## src/common/copper_pkg.sv

```systemverilog
//--------------------------------------------------------------------------
// Copper shared definitions: opcodes, FSM states, XR address map,
// video frame totals and the XR write bus type
//--------------------------------------------------------------------------
package copper_pkg;

    // Bus and word widths
    localparam int XR_ADDR_W = 16;
    localparam int DATA_W    = 16;

    // Beam coordinates and program counter
    localparam int POS_W = 11;
    // 2K words of copper memory
    localparam int PC_W  = 11;

    // XR address map
    localparam logic [XR_ADDR_W-1:0] XR_COPP_CTRL  = 16'h0001;
    localparam logic [XR_ADDR_W-1:0] XR_COLOR_MEM  = 16'h8000;
    // 256 color entries
    localparam int                   COLOR_ADDR_W  = 8;
    localparam logic [XR_ADDR_W-1:0] XR_COPPER_MEM = 16'hC000;

    // Frame size in pixels and lines, blanking included
    localparam int H_TOTAL = 800;
    localparam int V_TOTAL = 525;

    // Restart point sits a few pixels before the end of the last line
    localparam int RESTART_H_OFFSET = 5;

    // Control register layout
    // [15] enable, [10:0] initial PC
    localparam int CTRL_EN_BIT = 15;

    // WAIT and SKIP flag bits in the low nibble of the second word
    localparam int FLAG_IGNORE_V = 0;
    localparam int FLAG_IGNORE_H = 1;

    // Opcodes in the top nibble of the first word
    // Anything not listed runs as a no-op
    typedef enum logic [3:0] {
        OP_WAIT  = 4'b0000,
        OP_SKIP  = 4'b0010,
        OP_JMP   = 4'b0100,
        OP_MOVER = 4'b1001,
        OP_MOVEP = 4'b1011,
        OP_MOVEC = 4'b1100
    } insn_op_t;

    // Fetch and execute states
    typedef enum logic [2:0] {
        // Prefetch of the first word, only after enable or restart
        ST_INIT   = 3'd0,
        // Memory latency, PC moves to the second word
        ST_WAIT   = 3'd1,
        ST_LATCH1 = 3'd2,
        ST_LATCH2 = 3'd3,
        // Execute, also kicks off the next fetch
        ST_EXEC   = 3'd4
    } copper_state_t;

    // One registered write on the shared XR bus
    typedef struct packed {
        logic                 wr_en;
        logic [XR_ADDR_W-1:0] addr;
        logic [DATA_W-1:0]    data;
    } xr_wr_t;

endpackage

```

## src/xr_ram.sv

```systemverilog
//--------------------------------------------------------------------------
// Word memory on the XR bus, written inside its own address region,
// one registered read port
//--------------------------------------------------------------------------
`timescale 1ns/1ps

module xr_ram #(
    parameter int                               ADDR_W = 8,
    parameter logic [copper_pkg::XR_ADDR_W-1:0] BASE   = copper_pkg::XR_COLOR_MEM
) (
    input  logic                            clk,
    input  copper_pkg::xr_wr_t              bus_i,
    input  logic [ADDR_W-1:0]               rd_addr_i,
    output logic [copper_pkg::DATA_W-1:0]   rd_data_o
);

    logic [copper_pkg::DATA_W-1:0] mem [2**ADDR_W];

    logic region_hit;

    // Region match on the address bits above the word index
    assign region_hit = bus_i.addr[copper_pkg::XR_ADDR_W-1:ADDR_W] ==
                        BASE[copper_pkg::XR_ADDR_W-1:ADDR_W];

    always_ff @(posedge clk) begin
        if (bus_i.wr_en && region_hit) begin
            mem[bus_i.addr[ADDR_W-1:0]] <= bus_i.data;
        end
        // Read data one cycle after the address
        rd_data_o <= mem[rd_addr_i];
    end

endmodule

```

## config.mk

```make
export PLATFORM = sky130hd
export DESIGN_NAME = xr_ram
export DESIGN_NICKNAME = d
export VERILOG_FILES = /design/src/common/copper_pkg.sv /design/src/xr_ram.sv
export SDC_FILE = /design/constraint.sdc
export NUM_CORES = 2
export LEC_CHECK = 0
export BUFFER_PORTS_ARGS = -buffer_cell sky130_fd_sc_hd__buf_2
export CORE_ASPECT_RATIO = 0.8
export CORE_MARGIN = 2
export CORE_UTILIZATION = 50
export CTS_BUF_LIST = sky130_fd_sc_hd__clkbuf_8
export DETAILED_ROUTE_END_ITERATION = 10
export GPL_ROUTABILITY_DRIVEN = 0
export GPL_TIMING_DRIVEN = 0
export PLACE_DENSITY_LB_ADDON = 0.2
export SYNTH_ARGS = -nofsm -noshare
export SYNTH_HDL_FRONTEND = slang
export SYNTH_SLANG_ARGS = --single-unit
```

## constraint.sdc

```tcl
create_clock -name clk -period 4.8 [get_ports clk]
set_clock_uncertainty 0.05 [all_clocks]
set_input_delay 0.96 -clock clk [delete_from_list [all_inputs] [get_ports clk]]
set_output_delay 0.96 -clock clk [all_outputs]
set_load 0.005 [all_outputs]
```

Yosys cells after proc, flatten, opt, wreduce, memory -nomap -nowiden
Memories as Yosys holds them, arrays and structs flattened. A register that Yosys moved wholly into a read port is not among the register bits. Cells that the tools add are included.

Register bits after elaboration: 0. RAM bits: 4096. Input port bits: 42. Output and inout bits: 16. Word-level logic and storage cells: 5. Memories: 1.

Equal/unequal tests: 1. Mux-type cells: 2. Reductions and logical operators: 1.

Memories: mem (depth 256, width 16, read ports 1, clocked after memory_dff 1, wr ports 1, line xr_ram.sv:17) `logic [copper_pkg::DATA_W-1:0] mem [2**ADDR_W];`.

Operators by type and width (number): $eq 8x8->1 const B (1); $mux 1 (2); $logic_and 1x1->1 (1).

Longest topological paths before layout
Depth after elaboration: 4. Gate-level depth with buffers: 13. Depth with buffers taken out: 6.

Least setup slack after synthesis
No wires, ideal clock.

Kind: input port to flip-flop. Start point: input bus_i[26] (netlist name). End point: memory mem[221][0] (netlist name) (enable). Setup time: 0.388 ns. Arrival: 2.960 ns. Data required time: 4.362 ns. Path slack: 1.402 ns. Cell stages on the path: 6. Buffers on the path: 1. Cell sequence: nor4_1 -> nand4_1 -> nor3b_1 -> nand3_1 -> clkbuf_1 -> nor2_1.

Word-level cells in the longest chain between the ends: 4.

Ends and longest elaborated chain: from (decl) (line xr_ram.sv:12) `input copper_pkg::xr_wr_t bus_i,`; $eq 8x8->1 (line xr_ram.sv:22) `assign region_hit = bus_i.addr[copper_pkg::XR_ADDR_W-1:ADDR_W] ==`; $logic_and 1x1->1 (line xr_ram.sv:26) `if (bus_i.wr_en && region_hit) begin`; $mux 1 (line xr_ram.sv:26); $mux 1 (not written as such) (line xr_ram.sv:27) `mem[bus_i.addr[ADDR_W-1:0]] <= bus_i.data;`; to (decl) (line xr_ram.sv:17).

Every way passes these cells.

==> flow_summary.ini <==
[run_status]
status = complete, but fails checks
violations = capacitance limit, slew limit, setup timing

[synth]
yosys_warnings = 0
seq_area_frac_synth_pct = 77.7
syn_area_per_cell_sq_um = 21.6
synth-seq-cells = 4112
ys_top_cells_by_count = edfxtp_1, mux4_2, mux2i_1, o221ai_1, nor2_1
netlist-cell-type-count = 42
synth-edff-count = 4096
netlist_instances = 7347
synthTopCellsByArea = edfxtp_1, mux4_2, mux2i_1
ys.flop_type = edfxtp_1
yosys.cell_count.top_type = edfxtp_1
yosysTopAreaCell = edfxtp_1
yosysTopAreaCellShare_pct = 77.5
synthArstFlopShare_pct = 0
synthesis.area_sq_um = 159000
syn-num-nets = 7389

[critical_path]
critPathRequiredTime_ps = 5670
cpPeakStageDelay_ps = 1090
r2r.worst_path.cells = 6
path_max_fanout = 10
r2r-end = rd_data_o[15]$_DFF_P_
end_kind = register
timing.rr.start = mem[163][15]$_DFFE_PP_
worstPathArrival_ps = 5950
path_class = in -> reg
critPathLaunchType = input port
crit_chain = buf_2 > nand2b_1 > clkbuf_1 > clkbuf_1 > buf_1 > o221ai_1 > a21oi_1 > o31ai_1 > o32ai_1 > nor4_2
crit_top_cell = clkbuf_1
critPathBufInv = 4
crit_family = compound AO/OA/AOI/OAI gates
r2r_setup_slack_ps = 1130
cp_slowest_cell = o31ai_1

[final_layout]
final_area_sq_um = 181000
fill_cells = 23100
drive_above_1_share_pct = 27.3
nets = 8307
fin_cells = 13000
areaGrowthSynthToFinish_pct = 13.9

[timing]
finalSetupViolations = 14
rsz0062_at_grt = true
max_slew.worst_pin.slew_ps = 1630
finalWorstSetupSlack_ps = -288
final_hold_viol_count = 0
drv_slew = 22
fin_crit_ps = 5090
hold_ws_ps = 86.1
finalCritPeriodShare_pct = 106
relSlewSlack_pct = -8.89
fmax_ghz = 0.197

[floorplanning]
rows = 184
start_util_pct = 50.4
die_area_sq_um = 322000
die_h_um = 508
die_w_um = 634
pin_count = 58
core_area_sq_um = 315000

[min_path]
hold_path_class = in -> reg
whs_endpoint = mem[118][1]$_DFFE_PP_
worstHoldPathCells = 1
holdCritStartpoint = bus_i[1]

[placement]
hpwl_um = 317000
placed_cells = 11800
numPortBuffers = 54
dpl_cell_area_sq_um = 169000

[drt]
post_drt_wl_per_cell_um = 36.8
drc = 0
viasPerCell = 6.53
drt-initial-drc-count = 14700
postRouteAntennaNets = 0
vias = 84600
routed_wl_um = 477000
firstDrtPassIters = 8

[global_route]
grt_pass1_wl_um = 649000
track_usage_pct = 29.4
grt_overflow = 0
grt_max_degree = 157
grt_pass1_vias = 81500
antenna_found_initial = 30

[cts]
clock_latency_ps = 1110
cts_tree = done
htreeDepth = 6
cts_buffer_depth = 4
cts_post_setup_buffers_inserted = 0
numCtsBuffers = 635
path_clk_slew_ps = 60
root_buffer = clkbuf_8
postCtsHoldBufs = 0
cts_repair_resize_count = 26
cts_sinks = 4112

[power_and_ir_drop]
irDropWorstVdd_mv = 0.235
leakage_nw = 58.0
p_per_area_nw_per_um2 = 390

[job]
max_cap_violations = 2
-- routing by layer --
layer	vias to the layer above	global-route usage [%]	part of all wire, %
met4	6	11.5	4.3
met5	-	0.459	0.049
met1	44200	42.9	39
met3	976	10.8	15
li1	33300	-	-
met2	6149	40.3	42
-- final cells by class --
cell class | instances | area (sq um) | share of cell area, %
Antenna cell | 15 | 37.5 | 0.0208
Buffer | 440 | 2850 | 1.58
Clock buffer | 651 | 8960 | 4.96
Clock inverter | 471 | 2330 | 1.29
Inverter | 4 | 15.0 | 0.00830
Multi-Input combinational cell | 2790 | 33400 | 18.5
Sequential cell | 4112 | 123000 | 68.2
Tap cell | 4185 | 5240 | 2.90
Timing Repair Buffer | 282 | 4630 | 2.56
-- state kept, by name, indices dropped and copies added, names as in the netlist --
register   flops
mem         4096
rd_data_o     16
-- worst max path at each step --
| stage | start | end | slack [ps] | cells after the start |
|---|---|---|---|---|
| after floorplan | bus_i[26] | mem[221][0]$_DFFE_PP_ | 1400 | 6 |
| after global placement | rd_addr_i[2] | rd_data_o[6]$_DFF_P_ | -3670 | 8 |
| after detailed placement | rd_addr_i[2] | rd_data_o[7]$_DFF_P_ | -1790 | 8 |
| after CTS | rd_addr_i[1] | rd_data_o[14]$_DFF_P_ | -180 | 11 |
| after global routing | rd_addr_i[3] | rd_data_o[7]$_DFF_P_ | -20 | 10 |
| final | rd_addr_i[2] | rd_data_o[15]$_DFF_P_ | -290 | 10 |
-- cells by family (layout without fill, tap and decap cells) --
kind of cell | count (synthesis) | count (layout) | synth area share (%)
flops | 4112 | 4112 | 77.7
simple gates | 542 | 542 | 1.52
mux | 1472 | 1472 | 15.5
buf+inv | 445 | 1848 | 1.78
other cells | 0 | 15 | 0
compound gates | 776 | 776 | 3.53
-- power breakdown --
| part | internal [mW] | switching [mW] | total [mW] |
|---|---|---|---|
| combinational | 1.30 | 2.89 | 4.20 |
| clock | 13.1 | 13.7 | 26.9 |
| sequential | 39.5 | 0.00576 | 39.5 |
| total | 54.0 | 16.6 | 70.6 |
-- cell usage in the layout, fill, tap and decap left out, types with 64 or more instances in the layout --
master and n:
nor3_1 118, o221ai_1 315, o22ai_1 132, nor2_2 256
buf_8 189, edfxtp_1 4096, a21oi_1 175, clkbuf_8 651
inv_1 202, mux2_2 64, mux2i_1 640, mux4_2 742
clkinv_1 156, buf_2 101, clkbuf_1 196, buf_16 64
-- stage by stage --
stage               setup TNS (ps)  power (mW)  utilization, %  setup slack, ps
global placement          -6824910        44.3            52.1            -3670
finish                       -2480        70.6            57.4             -288
CTS                           -184        70.7            57.4             -184
floorplan                        0        42.2               -             1400
detailed placement         -298300        44.3            53.7            -1790
global route                 -33.9        72.4            57.4            -17.4
Note: power is estimated with default switching activity, not from simulation.
