## config.mk

```make
export PLATFORM = sky130hd
export DESIGN_NAME = xr_wr_arbiter_flat
export DESIGN_NICKNAME = d
export VERILOG_FILES = /design/src/common/copper_pkg.sv /design/src/common/xr_wr_if.sv /design/src/xr_wr_arbiter.sv /design/src/flat_wrapper.sv
export SDC_FILE = /design/constraint.sdc
export NUM_CORES = 1
export LEC_CHECK = 0
export ABC_AREA = 1
export BUFFER_PORTS_ARGS = -buffer_cell sky130_fd_sc_hd__buf_2
export CORE_AREA = 5 5 61 63
export CTS_CLUSTER_DIAMETER = 50
export DETAILED_ROUTE_END_ITERATION = 10
export DIE_AREA = 0 0 66 68
export PLACE_DENSITY_LB_ADDON = 0.2
export SYNTH_ARGS = -nofsm -noshare
export SYNTH_HDL_FRONTEND = slang
export SYNTH_SLANG_ARGS = --single-unit
```

## constraint.sdc

```tcl
create_clock -name clk -period 0.9 [get_ports clk]
set_input_delay 0.135 -clock clk [delete_from_list [all_inputs] [get_ports clk]]
set_output_delay 0.135 -clock clk [all_outputs]
set_load 0.02 [all_outputs]
```

## src/common/copper_pkg.sv

```systemverilog
//--------------------------------------------------------------------------
// Copper shared definitions: opcodes, FSM states, XR address map,
// video frame totals and the XR write bus type
//--------------------------------------------------------------------------
package copper_pkg;

    // Bus and word widths
    localparam int XR_ADDR_W = 16;
    localparam int DATA_W    = 16;

    // Beam coordinates and program counter
    localparam int POS_W = 11;
    // 2K words of copper memory
    localparam int PC_W  = 11;

    // XR address map
    localparam logic [XR_ADDR_W-1:0] XR_COPP_CTRL  = 16'h0001;
    localparam logic [XR_ADDR_W-1:0] XR_COLOR_MEM  = 16'h8000;
    // 256 color entries
    localparam int                   COLOR_ADDR_W  = 8;
    localparam logic [XR_ADDR_W-1:0] XR_COPPER_MEM = 16'hC000;

    // Frame size in pixels and lines, blanking included
    localparam int H_TOTAL = 800;
    localparam int V_TOTAL = 525;

    // Restart point sits a few pixels before the end of the last line
    localparam int RESTART_H_OFFSET = 5;

    // Control register layout
    // [15] enable, [10:0] initial PC
    localparam int CTRL_EN_BIT = 15;

    // WAIT and SKIP flag bits in the low nibble of the second word
    localparam int FLAG_IGNORE_V = 0;
    localparam int FLAG_IGNORE_H = 1;

    // Opcodes in the top nibble of the first word
    // Anything not listed runs as a no-op
    typedef enum logic [3:0] {
        OP_WAIT  = 4'b0000,
        OP_SKIP  = 4'b0010,
        OP_JMP   = 4'b0100,
        OP_MOVER = 4'b1001,
        OP_MOVEP = 4'b1011,
        OP_MOVEC = 4'b1100
    } insn_op_t;

    // Fetch and execute states
    typedef enum logic [2:0] {
        // Prefetch of the first word, only after enable or restart
        ST_INIT   = 3'd0,
        // Memory latency, PC moves to the second word
        ST_WAIT   = 3'd1,
        ST_LATCH1 = 3'd2,
        ST_LATCH2 = 3'd3,
        // Execute, also kicks off the next fetch
        ST_EXEC   = 3'd4
    } copper_state_t;

    // One registered write on the shared XR bus
    typedef struct packed {
        logic                 wr_en;
        logic [XR_ADDR_W-1:0] addr;
        logic [DATA_W-1:0]    data;
    } xr_wr_t;

endpackage

```

## src/common/xr_wr_if.sv

```systemverilog
//--------------------------------------------------------------------------
// Write request and grant between the copper core and the XR arbiter
//--------------------------------------------------------------------------
`timescale 1ns/1ps

interface xr_wr_if;

    // Request held until granted
    logic                             req;
    // Same cycle grant, low whenever the host writes
    logic                             gnt;
    // Full XR bus address of the write
    logic [copper_pkg::XR_ADDR_W-1:0] addr;
    logic [copper_pkg::DATA_W-1:0]    data;

    modport requester (
        output req,
        output addr,
        output data,
        input  gnt
    );

    modport arbiter (
        input  req,
        input  addr,
        input  data,
        output gnt
    );

endinterface

```

## src/xr_wr_arbiter.sv

```systemverilog
//--------------------------------------------------------------------------
// XR write arbiter: host and copper onto one registered write bus,
// host always wins
//--------------------------------------------------------------------------
`timescale 1ns/1ps

module xr_wr_arbiter (
    input  logic                               clk,
    input  logic                               copp_reset,
    input  logic                               host_wr_i,
    input  logic [copper_pkg::XR_ADDR_W-1:0]   host_addr_i,
    input  logic [copper_pkg::DATA_W-1:0]      host_data_i,
    xr_wr_if.arbiter                           xr_wr,
    output copper_pkg::xr_wr_t                 bus_o
);

    copper_pkg::xr_wr_t bus_q;

    // Copper gets the bus only on cycles the host leaves free
    assign xr_wr.gnt = xr_wr.req && !host_wr_i;

    // Write enable is the only control bit on the bus
    always_ff @(posedge clk) begin
        if (copp_reset) begin
            bus_q.wr_en <= 1'b0;
        end else begin
            bus_q.wr_en <= host_wr_i || xr_wr.gnt;
        end
    end

    // Winner's address and data, one cycle after acceptance
    always_ff @(posedge clk) begin
        if (host_wr_i) begin
            bus_q.addr <= host_addr_i;
            bus_q.data <= host_data_i;
        end else begin
            bus_q.addr <= xr_wr.addr;
            bus_q.data <= xr_wr.data;
        end
    end

    assign bus_o = bus_q;

endmodule

```

## src/flat_wrapper.sv

```systemverilog
// flat-port wrapper written by rule: the top's interface ports become plain ports
module xr_wr_arbiter_flat 
  (clk, copp_reset, host_wr_i, host_addr_i, host_data_i, bus_o, xr_wr_req, xr_wr_addr, xr_wr_data, xr_wr_gnt);
  xr_wr_if xr_wr_i ();
  input  logic clk;
  input  logic copp_reset;
  input  logic host_wr_i;
  input  logic [copper_pkg::XR_ADDR_W-1:0] host_addr_i;
  input  logic [copper_pkg::DATA_W-1:0] host_data_i;
  output copper_pkg::xr_wr_t bus_o;
  input wire logic [$bits(xr_wr_i.req)-1:0] xr_wr_req;
  input wire logic [$bits(xr_wr_i.addr)-1:0] xr_wr_addr;
  input wire logic [$bits(xr_wr_i.data)-1:0] xr_wr_data;
  output wire logic [$bits(xr_wr_i.gnt)-1:0] xr_wr_gnt;
  assign xr_wr_i.req = xr_wr_req;
  assign xr_wr_i.addr = xr_wr_addr;
  assign xr_wr_i.data = xr_wr_data;
  assign xr_wr_gnt = xr_wr_i.gnt;
  xr_wr_arbiter u_core (.clk(clk), .copp_reset(copp_reset), .host_wr_i(host_wr_i), .host_addr_i(host_addr_i), .host_data_i(host_data_i), .xr_wr(xr_wr_i), .bus_o(bus_o));
endmodule
```

After elaboration in Yosys (flattened, before gate mapping):

Index checks and enable logic that the tools add are counted.

* bits in registers: 33
* input port bits: 68

* muxes and demuxes: 1
* reductions and logical operators: 3

Operators with widths (count)
* $mux 32: 1
* $logic_and 1x1->1: 1
* $logic_not 1->1: 1
* $logic_or 1x1->1: 1

Depth between registers and ports, before layout:

* depth after elaboration: 3
* gate-level depth with buffers: 5
* mapped depth without buffers: 3

Least setup slack after synthesis:

Ideal clock, no wire load.

* path type: input-to-output
* start: in host_wr_i
* end: out xr_wr_gnt
* data arrival time: 0.718 ns
* data required time: 0.765 ns
* setup slack: 0.047 ns
* stages on the path: 3
* cell sequence: buf_6 > buf_4 > nor2_1

* word-level cells in the longest chain between the ends: 2

Ends and longest elaborated chain
* start: declaration: line flat_wrapper.sv:7 `input logic host_wr_i;`
* $logic_not 1->1: line xr_wr_arbiter.sv:20 `assign xr_wr.gnt = xr_wr.req && !host_wr_i;`
* $logic_and 1x1->1: line xr_wr_arbiter.sv:20
* end: declaration: line flat_wrapper.sv:14 `output wire logic [$bits(xr_wr_i.gnt)-1:0] xr_wr_gnt;`

Every way passes these cells.

Worst setup path after layout:

* start: reg u_core.bus_q, in the netlist u_core.bus_o[10]
* end: out bus_o[10] (netlist name)

RTL lines
* start: declaration: line xr_wr_arbiter.sv:17 `copper_pkg::xr_wr_t bus_q;`
* end: declaration: line flat_wrapper.sv:10 `output copper_pkg::xr_wr_t bus_o;`

No word-level cell between the ends.

==> impl_results.md <==
* Grt met2 use at 0.411
* Die height at 68 um
* Tcrit/Tclk final at 1.02
* Most frequent cells in the layout: 89 x nand2_1, 68 x buf_2, 60 x dlygate4sd3_1
* Fin Setup TNS at -0.176 ns
* Commonest non-fill, non-tap cell in the layout: nand2_1
* RSZ-0062 raised after global routing: true
* DRC at 0
* WL/cell at 13.3 um
* PnR worst setup slack at -0.0184 ns
* Pins Over Slew Limit at 0
* Syn Area/Cell at 8.08 um^2
* Dpl cells at 283
* Yosys warns at 0
* Via count at 1491
* Hold Fails Final Rpt at 0
* Vias per cell at 4.25
* Initial antenna violation count at 0
* Final setup violation count at 26
* Crit path time final at 0.918 ns
* Initial core utilization at 0.359
* Row cnt at 21
* Critical path, cell by cell: buf_6
* CP arrival at 0.78 ns
* Largest stage delay, worst path at 0.33 ns
* Ports at 102
* Syn_nets at 209
* Area growth from synthesis to layout at 125%
* CTS Buffer Depth at 2
* Post-synth top area share at 0.580
* CP bufs+invs at 1
* FMAX at about 1100 MHz
* Starting DRC count in detailed routing at 90
* Filler cells at 199
* Class of the worst hold path: in2reg
* Worst Tran Pin Value at about 0.2 ns
* Startpoint types: flip-flop
* Slowest library cell on the worst path: dfxtp_2
* Peak VDD IR at 0.873 mV
* Total die area at 4490 um^2
* Clock Pin Slew Worst Setup and Hold Paths at 0.10 ns
* PwrDens at between 1000 and 1500 nW/um^2
* Seq/Total Area, Yosys at 0.580
* HPWL after detailed placement at between 2 and 2.5 mm
* Finished Core Util at 0.806
* Pleak at about 1.3 nW
* Global route hottest layer: met2
* Htree depth at 2
* # clock sinks at 33
* Crit path capture type: output port
* CP Class: reg2out
* CP delay by family, top: flip-flops
* Placer Congestion at roughly 0.67
* Met1 usage at 0.202
* Violated checks: negative setup slack
* Antenna Nets Post-Route at 0
* Total GRT Usage at 0.215
* Layout Nets at roughly 370
* I/O Buffers at 101
* Die W at 66 um
* Final wirelength at about 4.7 mm
* Worst EP required at 0.76 ns
* Final Non-Filler Cells at 351
* WHS at 0.00839 ns
* GRT overflow at 0
* Pwr Total at 3.45 mW
* Rel. slew slack at 0.869
* Yosys reg bits at 33
* Number of global-route vias before repair at 1503
* CTS Root Cell: clkbuf_4
* Synth top area cells: dfxtp_1 58%, nand2_1 29%, buf_6 4.0%, nand2_2 3.8%, buf_4 1.3%
* Synth area leader: dfxtp_1
* CTS Buf Count at 5
* Distinct cells, synth at 9
* First-pass GRT wire length at about 7.1 mm
* Core ar. at ~3200 um^2
* Post-Synthesis Cell Area at 1140 um^2
* GR Util met3 at 0.0936
* Drt pass-1 iters at 4
* Maximum fanout along the worst path at 1
* Status: finished, violations left
* Largest net degree at the start of global routing at 33
* Max reg flops at 33
* Max-Cap Viols at 0
* CTS tree: yes
* Cells after synthesis at 141
* Share of cells above drive strength 1 at 0.493
## logic make-up (layout without fill, tap and decap cells)
logic type             after synthesis  count (layout)  synth area share
flip-flops                          33              33             0.580
other                                0               1                 0
AND/OR/NAND/NOR                     99              99             0.341
buffers and inverters                9             172            0.0790
## synthesized netlist by cell type
cell	n
nor2_1	3
buf_4	2
nand2_1	89
buf_6	4
nand2_2	7
buf_8	1
inv_8	1
dfxtp_1	33
inv_1	1
## layout make-up
class / count / area (um^2) / share of cell area
timing repair buffer: 163 / 1340 / 0.523
sequential: 33 / 702 / 0.274
multi-input combinational: 99 / 389 / 0.152
tap: 46 / 57.6 / 0.0225
clock buffer: 7 / 55.1 / 0.0215
inverter: 2 / 15.0 / 0.00586
antenna: 1 / 2.50 / 0.000977
## worst paths after layout
kind | from | to | slack (ns) | cells past startpoint
min | xr_wr_data[12] | u_core.bus_o[12] | 0.008 | 3
max | u_core.bus_o[10] | bus_o[10] | -0.02 | 1
## layer usage
metal	up-vias	wire length, um
met5	-	0
met4	0	99
met3	10	499
met2	79	2480
met1	660	1600
li1	742	-
## per-stage QoR
step | worst slack, ns | cell area, um^2
2_1_floorplan | 0.0473 | 1140
3_3_place_gp | 0.156 | 1660
3_5_place_dp | 0.152 | 1660
4_1_cts | -0.0291 | 2550
5_1_grt | -0.0534 | 2560
6_report | -0.0184 | 2560
## repair_timing
item,in CTS,in global routing
resized for setup,99,0
setup buffers,0,0
setup endpoints to repair,33,33
hold endpoints to repair,32,1
hold buffers,59,1
## report_power, final
| part | internal [mW] | switching, mW | total, mW |
|---|---|---|---|
| clock network | 0.369 | 0.467 | 0.836 |
| registers | 1.60 | 0.0535 | 1.65 |
| logic | 0.552 | 0.404 | 0.956 |
| total | 2.52 | 0.925 | 3.45 |
Power figures use the tool's default switching activity.
