`config.mk`:
```
export PLATFORM = sky130hd
export DESIGN_NAME = copper_core_flat
export DESIGN_NICKNAME = d
export VERILOG_FILES = /design/src/common/copper_pkg.sv /design/src/common/xr_wr_if.sv /design/src/copper/copper_core.sv /design/src/flat_wrapper.sv
export SDC_FILE = /design/constraint.sdc
export NUM_CORES = 1
export LEC_CHECK = 0
export ABC_AREA = 1
export BUFFER_PORTS_ARGS = -buffer_cell sky130_fd_sc_hd__buf_4
export CAP_MARGIN = 10
export CORE_AREA = 2 2 127 117
export CTS_CLUSTER_SIZE = 8
export DETAILED_ROUTE_END_ITERATION = 16
export DIE_AREA = 0 0 129 119
export GPL_TIMING_DRIVEN = 1
export PLACE_DENSITY_LB_ADDON = 0.1
export SLEW_MARGIN = 30
export SYNTH_ARGS = -nofsm -noshare
export SYNTH_HDL_FRONTEND = slang
export SYNTH_SLANG_ARGS = --single-unit
export TNS_END_PERCENT = 100
```
`constraint.sdc`:
```
create_clock -name clk -period 2 [get_ports clk]
set_input_delay 0.3 -clock clk [delete_from_list [all_inputs] [get_ports clk]]
set_output_delay 0.3 -clock clk [all_outputs]
set_load 0.01 [all_outputs]
```
`src/common/copper_pkg.sv`:
```
//--------------------------------------------------------------------------
// Copper shared definitions: opcodes, FSM states, XR address map,
// video frame totals and the XR write bus type
//--------------------------------------------------------------------------
package copper_pkg;

    // Bus and word widths
    localparam int XR_ADDR_W = 16;
    localparam int DATA_W    = 16;

    // Beam coordinates and program counter
    localparam int POS_W = 11;
    // 2K words of copper memory
    localparam int PC_W  = 11;

    // XR address map
    localparam logic [XR_ADDR_W-1:0] XR_COPP_CTRL  = 16'h0001;
    localparam logic [XR_ADDR_W-1:0] XR_COLOR_MEM  = 16'h8000;
    // 256 color entries
    localparam int                   COLOR_ADDR_W  = 8;
    localparam logic [XR_ADDR_W-1:0] XR_COPPER_MEM = 16'hC000;

    // Frame size in pixels and lines, blanking included
    localparam int H_TOTAL = 800;
    localparam int V_TOTAL = 525;

    // Restart point sits a few pixels before the end of the last line
    localparam int RESTART_H_OFFSET = 5;

    // Control register layout
    // [15] enable, [10:0] initial PC
    localparam int CTRL_EN_BIT = 15;

    // WAIT and SKIP flag bits in the low nibble of the second word
    localparam int FLAG_IGNORE_V = 0;
    localparam int FLAG_IGNORE_H = 1;

    // Opcodes in the top nibble of the first word
    // Anything not listed runs as a no-op
    typedef enum logic [3:0] {
        OP_WAIT  = 4'b0000,
        OP_SKIP  = 4'b0010,
        OP_JMP   = 4'b0100,
        OP_MOVER = 4'b1001,
        OP_MOVEP = 4'b1011,
        OP_MOVEC = 4'b1100
    } insn_op_t;

    // Fetch and execute states
    typedef enum logic [2:0] {
        // Prefetch of the first word, only after enable or restart
        ST_INIT   = 3'd0,
        // Memory latency, PC moves to the second word
        ST_WAIT   = 3'd1,
        ST_LATCH1 = 3'd2,
        ST_LATCH2 = 3'd3,
        // Execute, also kicks off the next fetch
        ST_EXEC   = 3'd4
    } copper_state_t;

    // One registered write on the shared XR bus
    typedef struct packed {
        logic                 wr_en;
        logic [XR_ADDR_W-1:0] addr;
        logic [DATA_W-1:0]    data;
    } xr_wr_t;

endpackage

```
`src/common/xr_wr_if.sv`:
```
//--------------------------------------------------------------------------
// Write request and grant between the copper core and the XR arbiter
//--------------------------------------------------------------------------
`timescale 1ns/1ps

interface xr_wr_if;

    // Request held until granted
    logic                             req;
    // Same cycle grant, low whenever the host writes
    logic                             gnt;
    // Full XR bus address of the write
    logic [copper_pkg::XR_ADDR_W-1:0] addr;
    logic [copper_pkg::DATA_W-1:0]    data;

    modport requester (
        output req,
        output addr,
        output data,
        input  gnt
    );

    modport arbiter (
        input  req,
        input  addr,
        input  data,
        output gnt
    );

endinterface

```
`src/copper/copper_core.sv`:
```
//--------------------------------------------------------------------------
// Copper core: control register, fetch/execute FSM and beam compare.
// Runs a WAIT/SKIP/JMP/MOVE program from copper memory each frame
//--------------------------------------------------------------------------
`timescale 1ns/1ps

module copper_core (
    input  logic                              clk,
    input  logic                              copp_reset,
    xr_wr_if.requester                        xr_wr,
    input  copper_pkg::xr_wr_t                bus_i,
    output logic [copper_pkg::PC_W-1:0]       prog_addr_o,
    input  logic [copper_pkg::DATA_W-1:0]     prog_data_i,
    input  logic [copper_pkg::POS_W-1:0]      h_count_i,
    input  logic [copper_pkg::POS_W-1:0]      v_count_i
);

    // Control register state
    logic                          copper_en;
    logic [copper_pkg::PC_W-1:0]   init_pc;

    // Program counter and FSM
    logic [copper_pkg::PC_W-1:0]   pc;
    copper_pkg::copper_state_t     state;

    // Both instruction words, first word in the top half
    logic [2*copper_pkg::DATA_W-1:0] insn;

    // Decoded fields
    copper_pkg::insn_op_t          op;
    logic [copper_pkg::POS_W-1:0]  insn_y;
    logic [copper_pkg::POS_W-1:0]  insn_x;
    logic                          ignore_v;
    logic                          ignore_h;
    logic                          beam_ok;
    logic                          wait_done;
    logic                          is_move;
    logic [copper_pkg::XR_ADDR_W-1:0] move_addr;

    logic                          ctrl_wr;
    logic                          frame_restart;

    // Control register write seen on the XR bus, from the host or a MOVER
    assign ctrl_wr = bus_i.wr_en && (bus_i.addr == copper_pkg::XR_COPP_CTRL);

    // Restart strobe near the end of the last line of the frame
    assign frame_restart =
        (h_count_i == copper_pkg::POS_W'(copper_pkg::H_TOTAL - copper_pkg::RESTART_H_OFFSET)) &&
        (v_count_i == copper_pkg::POS_W'(copper_pkg::V_TOTAL - 1));

    // Field split
    // Word 1 holds the opcode and Y or address, word 2 holds X and flags or data
    assign op       = copper_pkg::insn_op_t'(insn[31:28]);
    assign insn_y   = insn[16 +: copper_pkg::POS_W];
    assign insn_x   = insn[4 +: copper_pkg::POS_W];
    assign ignore_v = insn[copper_pkg::FLAG_IGNORE_V];
    assign ignore_h = insn[copper_pkg::FLAG_IGNORE_H];

    // Beam reached when every coordinate still compared is at or past its field
    assign beam_ok = (ignore_v || (v_count_i >= insn_y)) &&
                     (ignore_h || (h_count_i >= insn_x));

    // WAIT with both coordinates ignored never ends, so it waits for the frame restart
    assign wait_done = beam_ok && !(ignore_v && ignore_h);

    // MOVE target address on the XR bus
    always_comb begin
        is_move   = 1'b1;
        move_addr = '0;
        case (op)
            // XR register, byte index only
            copper_pkg::OP_MOVER: begin
                move_addr = {{(copper_pkg::XR_ADDR_W - 8){1'b0}}, insn[23:16]};
            end
            // Color memory entry
            copper_pkg::OP_MOVEP: begin
                move_addr = {copper_pkg::XR_COLOR_MEM[copper_pkg::XR_ADDR_W-1:8],
                             insn[23:16]};
            end
            // Copper memory word, self modifying programs go through here
            copper_pkg::OP_MOVEC: begin
                move_addr = {copper_pkg::XR_COPPER_MEM[copper_pkg::XR_ADDR_W-1:copper_pkg::PC_W],
                             insn[16 +: copper_pkg::PC_W]};
            end
            default: begin
                is_move = 1'b0;
            end
        endcase
    end

    // Request only while a MOVE sits in EXEC and nothing is about to restart the core
    assign xr_wr.req  = copper_en && (state == copper_pkg::ST_EXEC) && is_move &&
                        !frame_restart && !ctrl_wr;
    assign xr_wr.addr = move_addr;
    assign xr_wr.data = insn[copper_pkg::DATA_W-1:0];

    // Copper memory is always read at the PC
    assign prog_addr_o = pc;

    // Instruction latch
    // Data from memory lags the address by one cycle
    always_ff @(posedge clk) begin
        if (state == copper_pkg::ST_LATCH1) begin
            insn[2*copper_pkg::DATA_W-1:copper_pkg::DATA_W] <= prog_data_i;
        end
        if (state == copper_pkg::ST_LATCH2) begin
            insn[copper_pkg::DATA_W-1:0] <= prog_data_i;
        end
    end

    always_ff @(posedge clk) begin
        if (copp_reset) begin
            copper_en <= 1'b0;
            init_pc   <= '0;
            pc        <= '0;
            state     <= copper_pkg::ST_INIT;
        end else if (ctrl_wr) begin
            // New control value restarts the program at its initial PC
            copper_en <= bus_i.data[copper_pkg::CTRL_EN_BIT];
            init_pc   <= bus_i.data[copper_pkg::PC_W-1:0];
            pc        <= bus_i.data[copper_pkg::PC_W-1:0];
            state     <= copper_pkg::ST_INIT;
        end else if (frame_restart) begin
            // Frame restart overrides whatever is executing
            pc    <= init_pc;
            state <= copper_pkg::ST_INIT;
        end else if (copper_en) begin
            case (state)
                copper_pkg::ST_INIT: begin
                    state <= copper_pkg::ST_WAIT;
                end
                copper_pkg::ST_WAIT: begin
                    // Word 1 address already presented, move on to word 2
                    pc    <= pc + 1'b1;
                    state <= copper_pkg::ST_LATCH1;
                end
                copper_pkg::ST_LATCH1: begin
                    state <= copper_pkg::ST_LATCH2;
                end
                copper_pkg::ST_LATCH2: begin
                    state <= copper_pkg::ST_EXEC;
                end
                copper_pkg::ST_EXEC: begin
                    // PC points at word 2 here
                    case (op)
                        copper_pkg::OP_WAIT: begin
                            // Stall in EXEC until the beam gets there
                            if (wait_done) begin
                                pc    <= pc + 1'b1;
                                state <= copper_pkg::ST_WAIT;
                            end
                        end
                        copper_pkg::OP_SKIP: begin
                            // Plus three jumps over the next two word instruction
                            pc    <= beam_ok ? pc + 2'd3 : pc + 1'b1;
                            state <= copper_pkg::ST_WAIT;
                        end
                        copper_pkg::OP_JMP: begin
                            pc    <= insn[16 +: copper_pkg::PC_W];
                            state <= copper_pkg::ST_WAIT;
                        end
                        copper_pkg::OP_MOVER,
                        copper_pkg::OP_MOVEP,
                        copper_pkg::OP_MOVEC: begin
                            // Hold the request until the arbiter lets it through
                            if (xr_wr.gnt) begin
                                pc    <= pc + 1'b1;
                                state <= copper_pkg::ST_WAIT;
                            end
                        end
                        default: begin
                            // Illegal opcode, refetch from the next word
                            pc    <= pc + 1'b1;
                            state <= copper_pkg::ST_INIT;
                        end
                    endcase
                end
                default: begin
                    state <= copper_pkg::ST_INIT;
                end
            endcase
        end
    end

endmodule

```
`src/flat_wrapper.sv`:
```
// flat-port wrapper written by rule: the top's interface ports become plain ports
module copper_core_flat 
  (clk, copp_reset, bus_i, prog_addr_o, prog_data_i, h_count_i, v_count_i, xr_wr_req, xr_wr_addr, xr_wr_data, xr_wr_gnt);
  xr_wr_if xr_wr_i ();
  input  logic clk;
  input  logic copp_reset;
  input  copper_pkg::xr_wr_t bus_i;
  output logic [copper_pkg::PC_W-1:0] prog_addr_o;
  input  logic [copper_pkg::DATA_W-1:0] prog_data_i;
  input  logic [copper_pkg::POS_W-1:0] h_count_i;
  input  logic [copper_pkg::POS_W-1:0] v_count_i;
  output wire logic [$bits(xr_wr_i.req)-1:0] xr_wr_req;
  output wire logic [$bits(xr_wr_i.addr)-1:0] xr_wr_addr;
  output wire logic [$bits(xr_wr_i.data)-1:0] xr_wr_data;
  input wire logic [$bits(xr_wr_i.gnt)-1:0] xr_wr_gnt;
  assign xr_wr_req = xr_wr_i.req;
  assign xr_wr_addr = xr_wr_i.addr;
  assign xr_wr_data = xr_wr_i.data;
  assign xr_wr_i.gnt = xr_wr_gnt;
  copper_core u_core (.clk(clk), .copp_reset(copp_reset), .xr_wr(xr_wr_i), .bus_i(bus_i), .prog_addr_o(prog_addr_o), .prog_data_i(prog_data_i), .h_count_i(h_count_i), .v_count_i(v_count_i));
endmodule
```
# After elaboration in Yosys (flattened, before gate mapping)
# Index checks and enable logic that the tools add are counted.
[classes] addsub=2 n_lt_le_gt_ge=2 eq_ne=16 n_mux=14 n_reduce_logical=23
[op_table] operator="$mux 11" n=6
[op_table] operator="$pmux 16 s3" n=1
[op_table] operator="$pmux 11 s4" n=1
[op_table] operator="$eq 11x10->1 const B" n=2
[op_table] operator="$ge 11x11->1" n=2
[op_table] operator="$pmux 11 s2" n=1
[op_table] operator="$eq 16x1->1 const B" n=1
[op_table] operator="$pmux 3 s5" n=1
[op_table] operator="$eq 4x4->1 const B" n=3
[op_table] operator="$add 11x1->11 const B" n=1
[op_table] operator="$add 11x2->11 const B" n=1
[op_table] operator="$logic_and 1x1->1" n=9
[op_table] operator="$pmux 3 s3" n=1
[op_table] operator="$eq 3x2->1 const B" n=2
[op_table] operator="$mux 3" n=2
[op_table] operator="$reduce_or 3->1" n=2
[op_table] operator="$ne 5x2->1 const B" n=1
[op_table] operator="$ne 5x3->1 const B" n=1
[op_table] operator="$eq 4x2->1 const B" n=1
[op_table] operator="$eq 4x3->1 const B" n=1
[op_table] operator="$logic_not 4->1" n=1
[op_table] operator="$reduce_and 4->1" n=1
[op_table] operator="$reduce_bool 4->1" n=1
[op_table] operator="$eq 3x1->1 const B" n=1
[op_table] operator="other kinds (10)" n=13
[word_totals] reg_bits=58 out_inout_bits=44 wordCells=63

# Logic depth before layout (Yosys ltp)
[depth] word_depth=10 ltp_mapped=15 mapped_depth_nobuf=15

# Worst setup path after synthesis
# Ideal clock, no wire load.
[synth_timing] path_type="reg2reg" startpoint="register u_core.insn[26] (netlist bit)" endpoint="register u_core.pc (netlist bit u_core.prog_addr_o[6])" setup_time_ns=0.115 t_arrival_ns=1.786 path_slack_ns=0.099 stages_incl_launch_ff=14 n_path_buf=1 synth_period_minus_slack_ns=1.901 path_cell_list="edfxtp_1 inv_1 ha_1 nand2_1 nor2_2 and2_1 nand2_1 nand4_2 nand3_1 nand2_1 nand3_2 buf_4 nor3_2 nor2_1"
[synth_between] elab_chain_len=9 elab_cells_between_ends=12
[synth_rtl] element="start, declared" line="copper_core.sv:27" text="logic [2*copper_pkg::DATA_W-1:0] insn;"
[synth_rtl] element="start signal, assigned by index" line="copper_core.sv:104" text="insn[2*copper_pkg::DATA_W-1:copper_pkg::DATA_W] <= prog_data_i;"
[synth_rtl] element="start signal, assigned by index" line="copper_core.sv:107" text="insn[copper_pkg::DATA_W-1:0] <= prog_data_i;"
[synth_rtl] element="$ge 11x11->1 (*)" line="copper_core.sv:60" text="assign beam_ok = (ignore_v || (v_count_i >= insn_y)) &&"
[synth_rtl] element="$logic_or 1x1->1 (*)" line="copper_core.sv:60"
[synth_rtl] element="$logic_and 1x1->1 (*)" line="copper_core.sv:60"
[synth_rtl] element="$mux 11" line="copper_core.sv:155" text="pc <= beam_ok ? pc + 2'd3 : pc + 1'b1;"
[synth_rtl] element="$pmux 11 s4" line="copper_core.sv:145" text="case (op)"
[synth_rtl] element="$pmux 11 s2" line="copper_core.sv:128" text="case (state)"
[synth_rtl] element="$mux 11" line="copper_core.sv:127" text="end else if (copper_en) begin"
[synth_rtl] element="$mux 11" line="copper_core.sv:123" text="end else if (frame_restart) begin"
[synth_rtl] element="$mux 11" line="copper_core.sv:117" text="end else if (ctrl_wr) begin"
[synth_rtl] element="end signal, assigned" line="copper_core.sv:121" text="pc <= bus_i.data[copper_pkg::PC_W-1:0];"
[synth_rtl] element="end signal, assigned" line="copper_core.sv:125" text="pc <= init_pc;"
[synth_rtl] element="end signal, assigned" line="copper_core.sv:134" text="pc <= pc + 1'b1;"
[synth_rtl] element="end, declared" line="copper_core.sv:23" text="logic [copper_pkg::PC_W-1:0] pc;"
# Every way passes the cells marked *; elsewhere a longest branch is shown, timed or not. The select of a mux whose other input is x is not followed.
# A chain may end at the register's enable or synchronous reset.

# Worst setup path in the final report
[layout_timing] startpoint="register u_core.insn[21] (netlist bit)" endpoint="register u_core.pc (netlist bit u_core.prog_addr_o[6])"
# Same word-level chain as after synthesis.

==> impl_metrics.json <==
{
  "run_status": "complete, but fails checks",
  "violations": "setup timing",
  "die_y_um": 119,
  "max_stage_delay_ps": 400,
  "final_core_util_pct": 46.6,
  "synth_common_cells": "nand2_1 (139), inv_1 (81), nor2_1 (72)",
  "fin_crit_sh_pct": 105,
  "final_cells": 974,
  "synth-simple-area-share_pct": 33.9,
  "cts-root-buf": "clkbuf_16",
  "yosysWarnings": 0,
  "use_met1_pct": 27.0,
  "wl_um": 14200,
  "yosysTopAreaCell": "edfxtp_1",
  "cts_tree": "yes",
  "drc": 0,
  "peakVddDrop_mv": 0.405,
  "synth_mux_area_share_pct": 0,
  "io_pins": 118,
  "vias": 4375,
  "clk_latency_ps": 340,
  "grt_pass1_vias": 4171,
  "grt_first_pass_wirelength_um": 21800,
  "ys_seq_area_share_pct": 35.2,
  "gr-usage-met3_pct": 4.36,
  "start_util_pct": 28.9,
  "required_ps": 2270,
  "hold_viol": 0,
  "drt-vias-per-instance": 4.49,
  "tightestPinTransition_ps": 615,
  "synth_cells": 581,
  "synth_fa_ha_area_share_pct": 7.29,
  "synth-edff-count": 31,
  "hp-class": "in2reg",
  "min-delay-start": "prog_data_i[11]",
  "core_mm2": 0.0142,
  "slew_headroom_pct": 58.9,
  "max-cap-violations": 0,
  "synth_flop_cell": "edfxtp_1",
  "io_buffers": 110,
  "syn_area_mm2": 0.00412,
  "syn_area_per_cell_um2": 7.09,
  "synth-compound-area-share_pct": 7.80,
  "clk_pin_slew_ps": 60,
  "grtUsageMet2_pct": 27.5,
  "drt_iter0_drc": 153,
  "grt_use_total_pct": 18.6,
  "ys_seq_elements": 57,
  "synthArstFlopShare_pct": 0,
  "final.min_clock_period_ps": 2090,
  "numCtsBuffers": 9,
  "rows": 42,
  "first_pass_iters": 5,
  "place_area_mm2": 0.00555,
  "layout-drive-gt1-share_pct": 45.9,
  "rsz0062_at_grt": "yes",
  "synth_top_family_by_area": "simple AND/OR/NAND/NOR gates",
  "startpoint_type": "flop",
  "gp_congestion": 0.875,
  "clkSinkCount": 57,
  "place_ws_ps": -139,
  "syn2layout_area_growth_pct": 61.1,
  "finalSetupViolCount": 12,
  "synthDominantCellAreaShare_pct": 22.6,
  "antennaDiodeCount": 0,
  "final_cell_area_mm2": 0.00664,
  "critPathTopFamily": "simple AND/OR/NAND/NOR gates",
  "cts.path.max_buffers": 2,
  "powerDensity_mw_per_mm2": 446,
  "synth_xor_area_share_pct": 2.34,
  "busiest_layer": "met2",
  "setup_slack_ps": -94.8,
  "p_leak_nw": 3.08,
  "wl_per_cell_um": 14.6,
  "drtAntennaViolNets": 0,
  "fillers": 1444,
  "h-tree-depth": 3,
  "nets": 869,
  "hold_ws_ps": 136,
  "critPathSlowestCell": "edfxtp_1",
  "cp.arrival_ps": 2370,
  "path_cells": "inv_2 > ha_4 > nand2_4 > inv_2 > nand2_2 > nand2_1 > a21oi_2 > nand4_4 > buf_6 > nand2_8 > nand2_8 > buf_4 > nor2_2 > nor3_4 > nor2_1",
  "timing.fmax_ghz": 0.477,
  "antenna_found_initial": 0,
  "postCtsHoldBufs": 0,
  "synth.most_common_cell": "nand2_1",
  "dpl.cell_count": 933,
  "place_hpwl_um": 11200,
  "r2r-start": "u_core.insn[21]$_DFFE_PP_",
  "crit_buf_inv": 4,
  "crit_start": "u_core.insn[21]$_DFFE_PP_",
  "overflow": 0,
  "crit_path_max_fanout": 4,
  "worst_clock_skew_ps": 7.22,
  "grt_max_degree": 18,
  "yosys-top-cells-area": "edfxtp_1 (23%), nand2_1 (13%), dfxtp_1 (13%), inv_1 (7.4%), ha_1 (7.3%)",
  "path_class": "reg2reg",
  "die-area_mm2": 0.0154,
  "ys_types": 39,
  "final-max-slew-violation-count": 0,
  "die-width_um": 129,
  "end_kind": "flop"
}
[cell type report]
class / count / area (µm²) / area share, %
clock buffers: 10 / 229 / 3.45
clock inverters: 6 / 45.0 / 0.679
inverters: 100 / 383 / 5.77
multi-input cells: 402 / 2680 / 40.4
flip-flops and latches: 57 / 1460 / 22.0
well taps: 198 / 248 / 3.73
repair buffers: 201 / 1600 / 24.0
[cells by family after synthesis]
family / count (synthesis)
and+or+nand+nor: 309
buffers and inverters: 124
DFF: 57
AOI/OAI and AO/OA: 55
adders and majority gates: 24
xor gates and xnor gates: 11
other: 1
[worst paths after layout]
check                           depth (start not counted)                                  to  slack (ps)
worst max-delay path                                   15  u_core.prog_addr_o[6]$_SDFFE_PP0P_         -90
worst max register to register                         15  u_core.prog_addr_o[6]$_SDFFE_PP0P_         -90
worst min-delay path                                    1           u_core.insn[11]$_DFFE_PP_         140
worst min register to register                          2     u_core.init_pc[10]$_SDFFE_PP0P_         470
[registers in the layout (all words and copies together) (netlist names)]
signal,count
u_core.insn,31
u_core.copper_en,1
u_core.prog_addr_o,11
u_core.state,3
u_core.init_pc,11
[power by group]
part,switching [W],internal [W],total [W]
clock network,0.000569,0.000838,0.00141
logic,0.000151,0.000172,0.000323
registers,0.00000000734,0.00123,0.00123
[per-layer routing]
layer / share of wire, % / wire length, µm / vias up
li1: - / - / 2250
met1: 48 / 6850 / 1987
met2: 44 / 6190 / 128
met3: 7.0 / 990 / 10
met4: 1.2 / 167 / 0
met5: 0 / 0 / -
[worst register-to-register path, cell delays in order, from the launching register on]
cell	delay [ps]
edfxtp_1	400
inv_2	120
ha_4	210
nand2_4	70
inv_2	40
nand2_2	60
nand2_1	70
a21oi_2	190
nand4_4	150
buf_6	170
nand2_8	90
nand2_8	70
buf_4	140
nor2_2	110
nor3_4	60
nor2_1	90
[per-stage QoR]
stage | power (W) | setup TNS (ps)
5_1_grt | 0.00308 | -2250
6_report | 0.00296 | -824
3_5_place_dp | 0.00152 | -1550
2_1_floorplan | 0.00135 | 0
4_1_cts | 0.00296 | -315
3_3_place_gp | 0.00152 | -1740
[cells in the final DEF, fill, tap and decap left out, types with 13 or more instances in the layout]
cell and instances:
a21oi_1 24, buf_4 191, dfxtp_1 23, edfxtp_1 31
ha_4 13, inv_1 66, inv_2 30, nand2_1 109
nand2_2 22, nand3_1 28, nand4_1 17, nor2_1 56
nor2_2 16
[what timing repair did]
action,4_1_cts,5_1_grt
setup buffers,14,9
gates cloned,0,2
setup endpoints to repair,16,23
pin swaps,15,17
gates resized for setup,53,93
(Power assumes the default switching activity.)
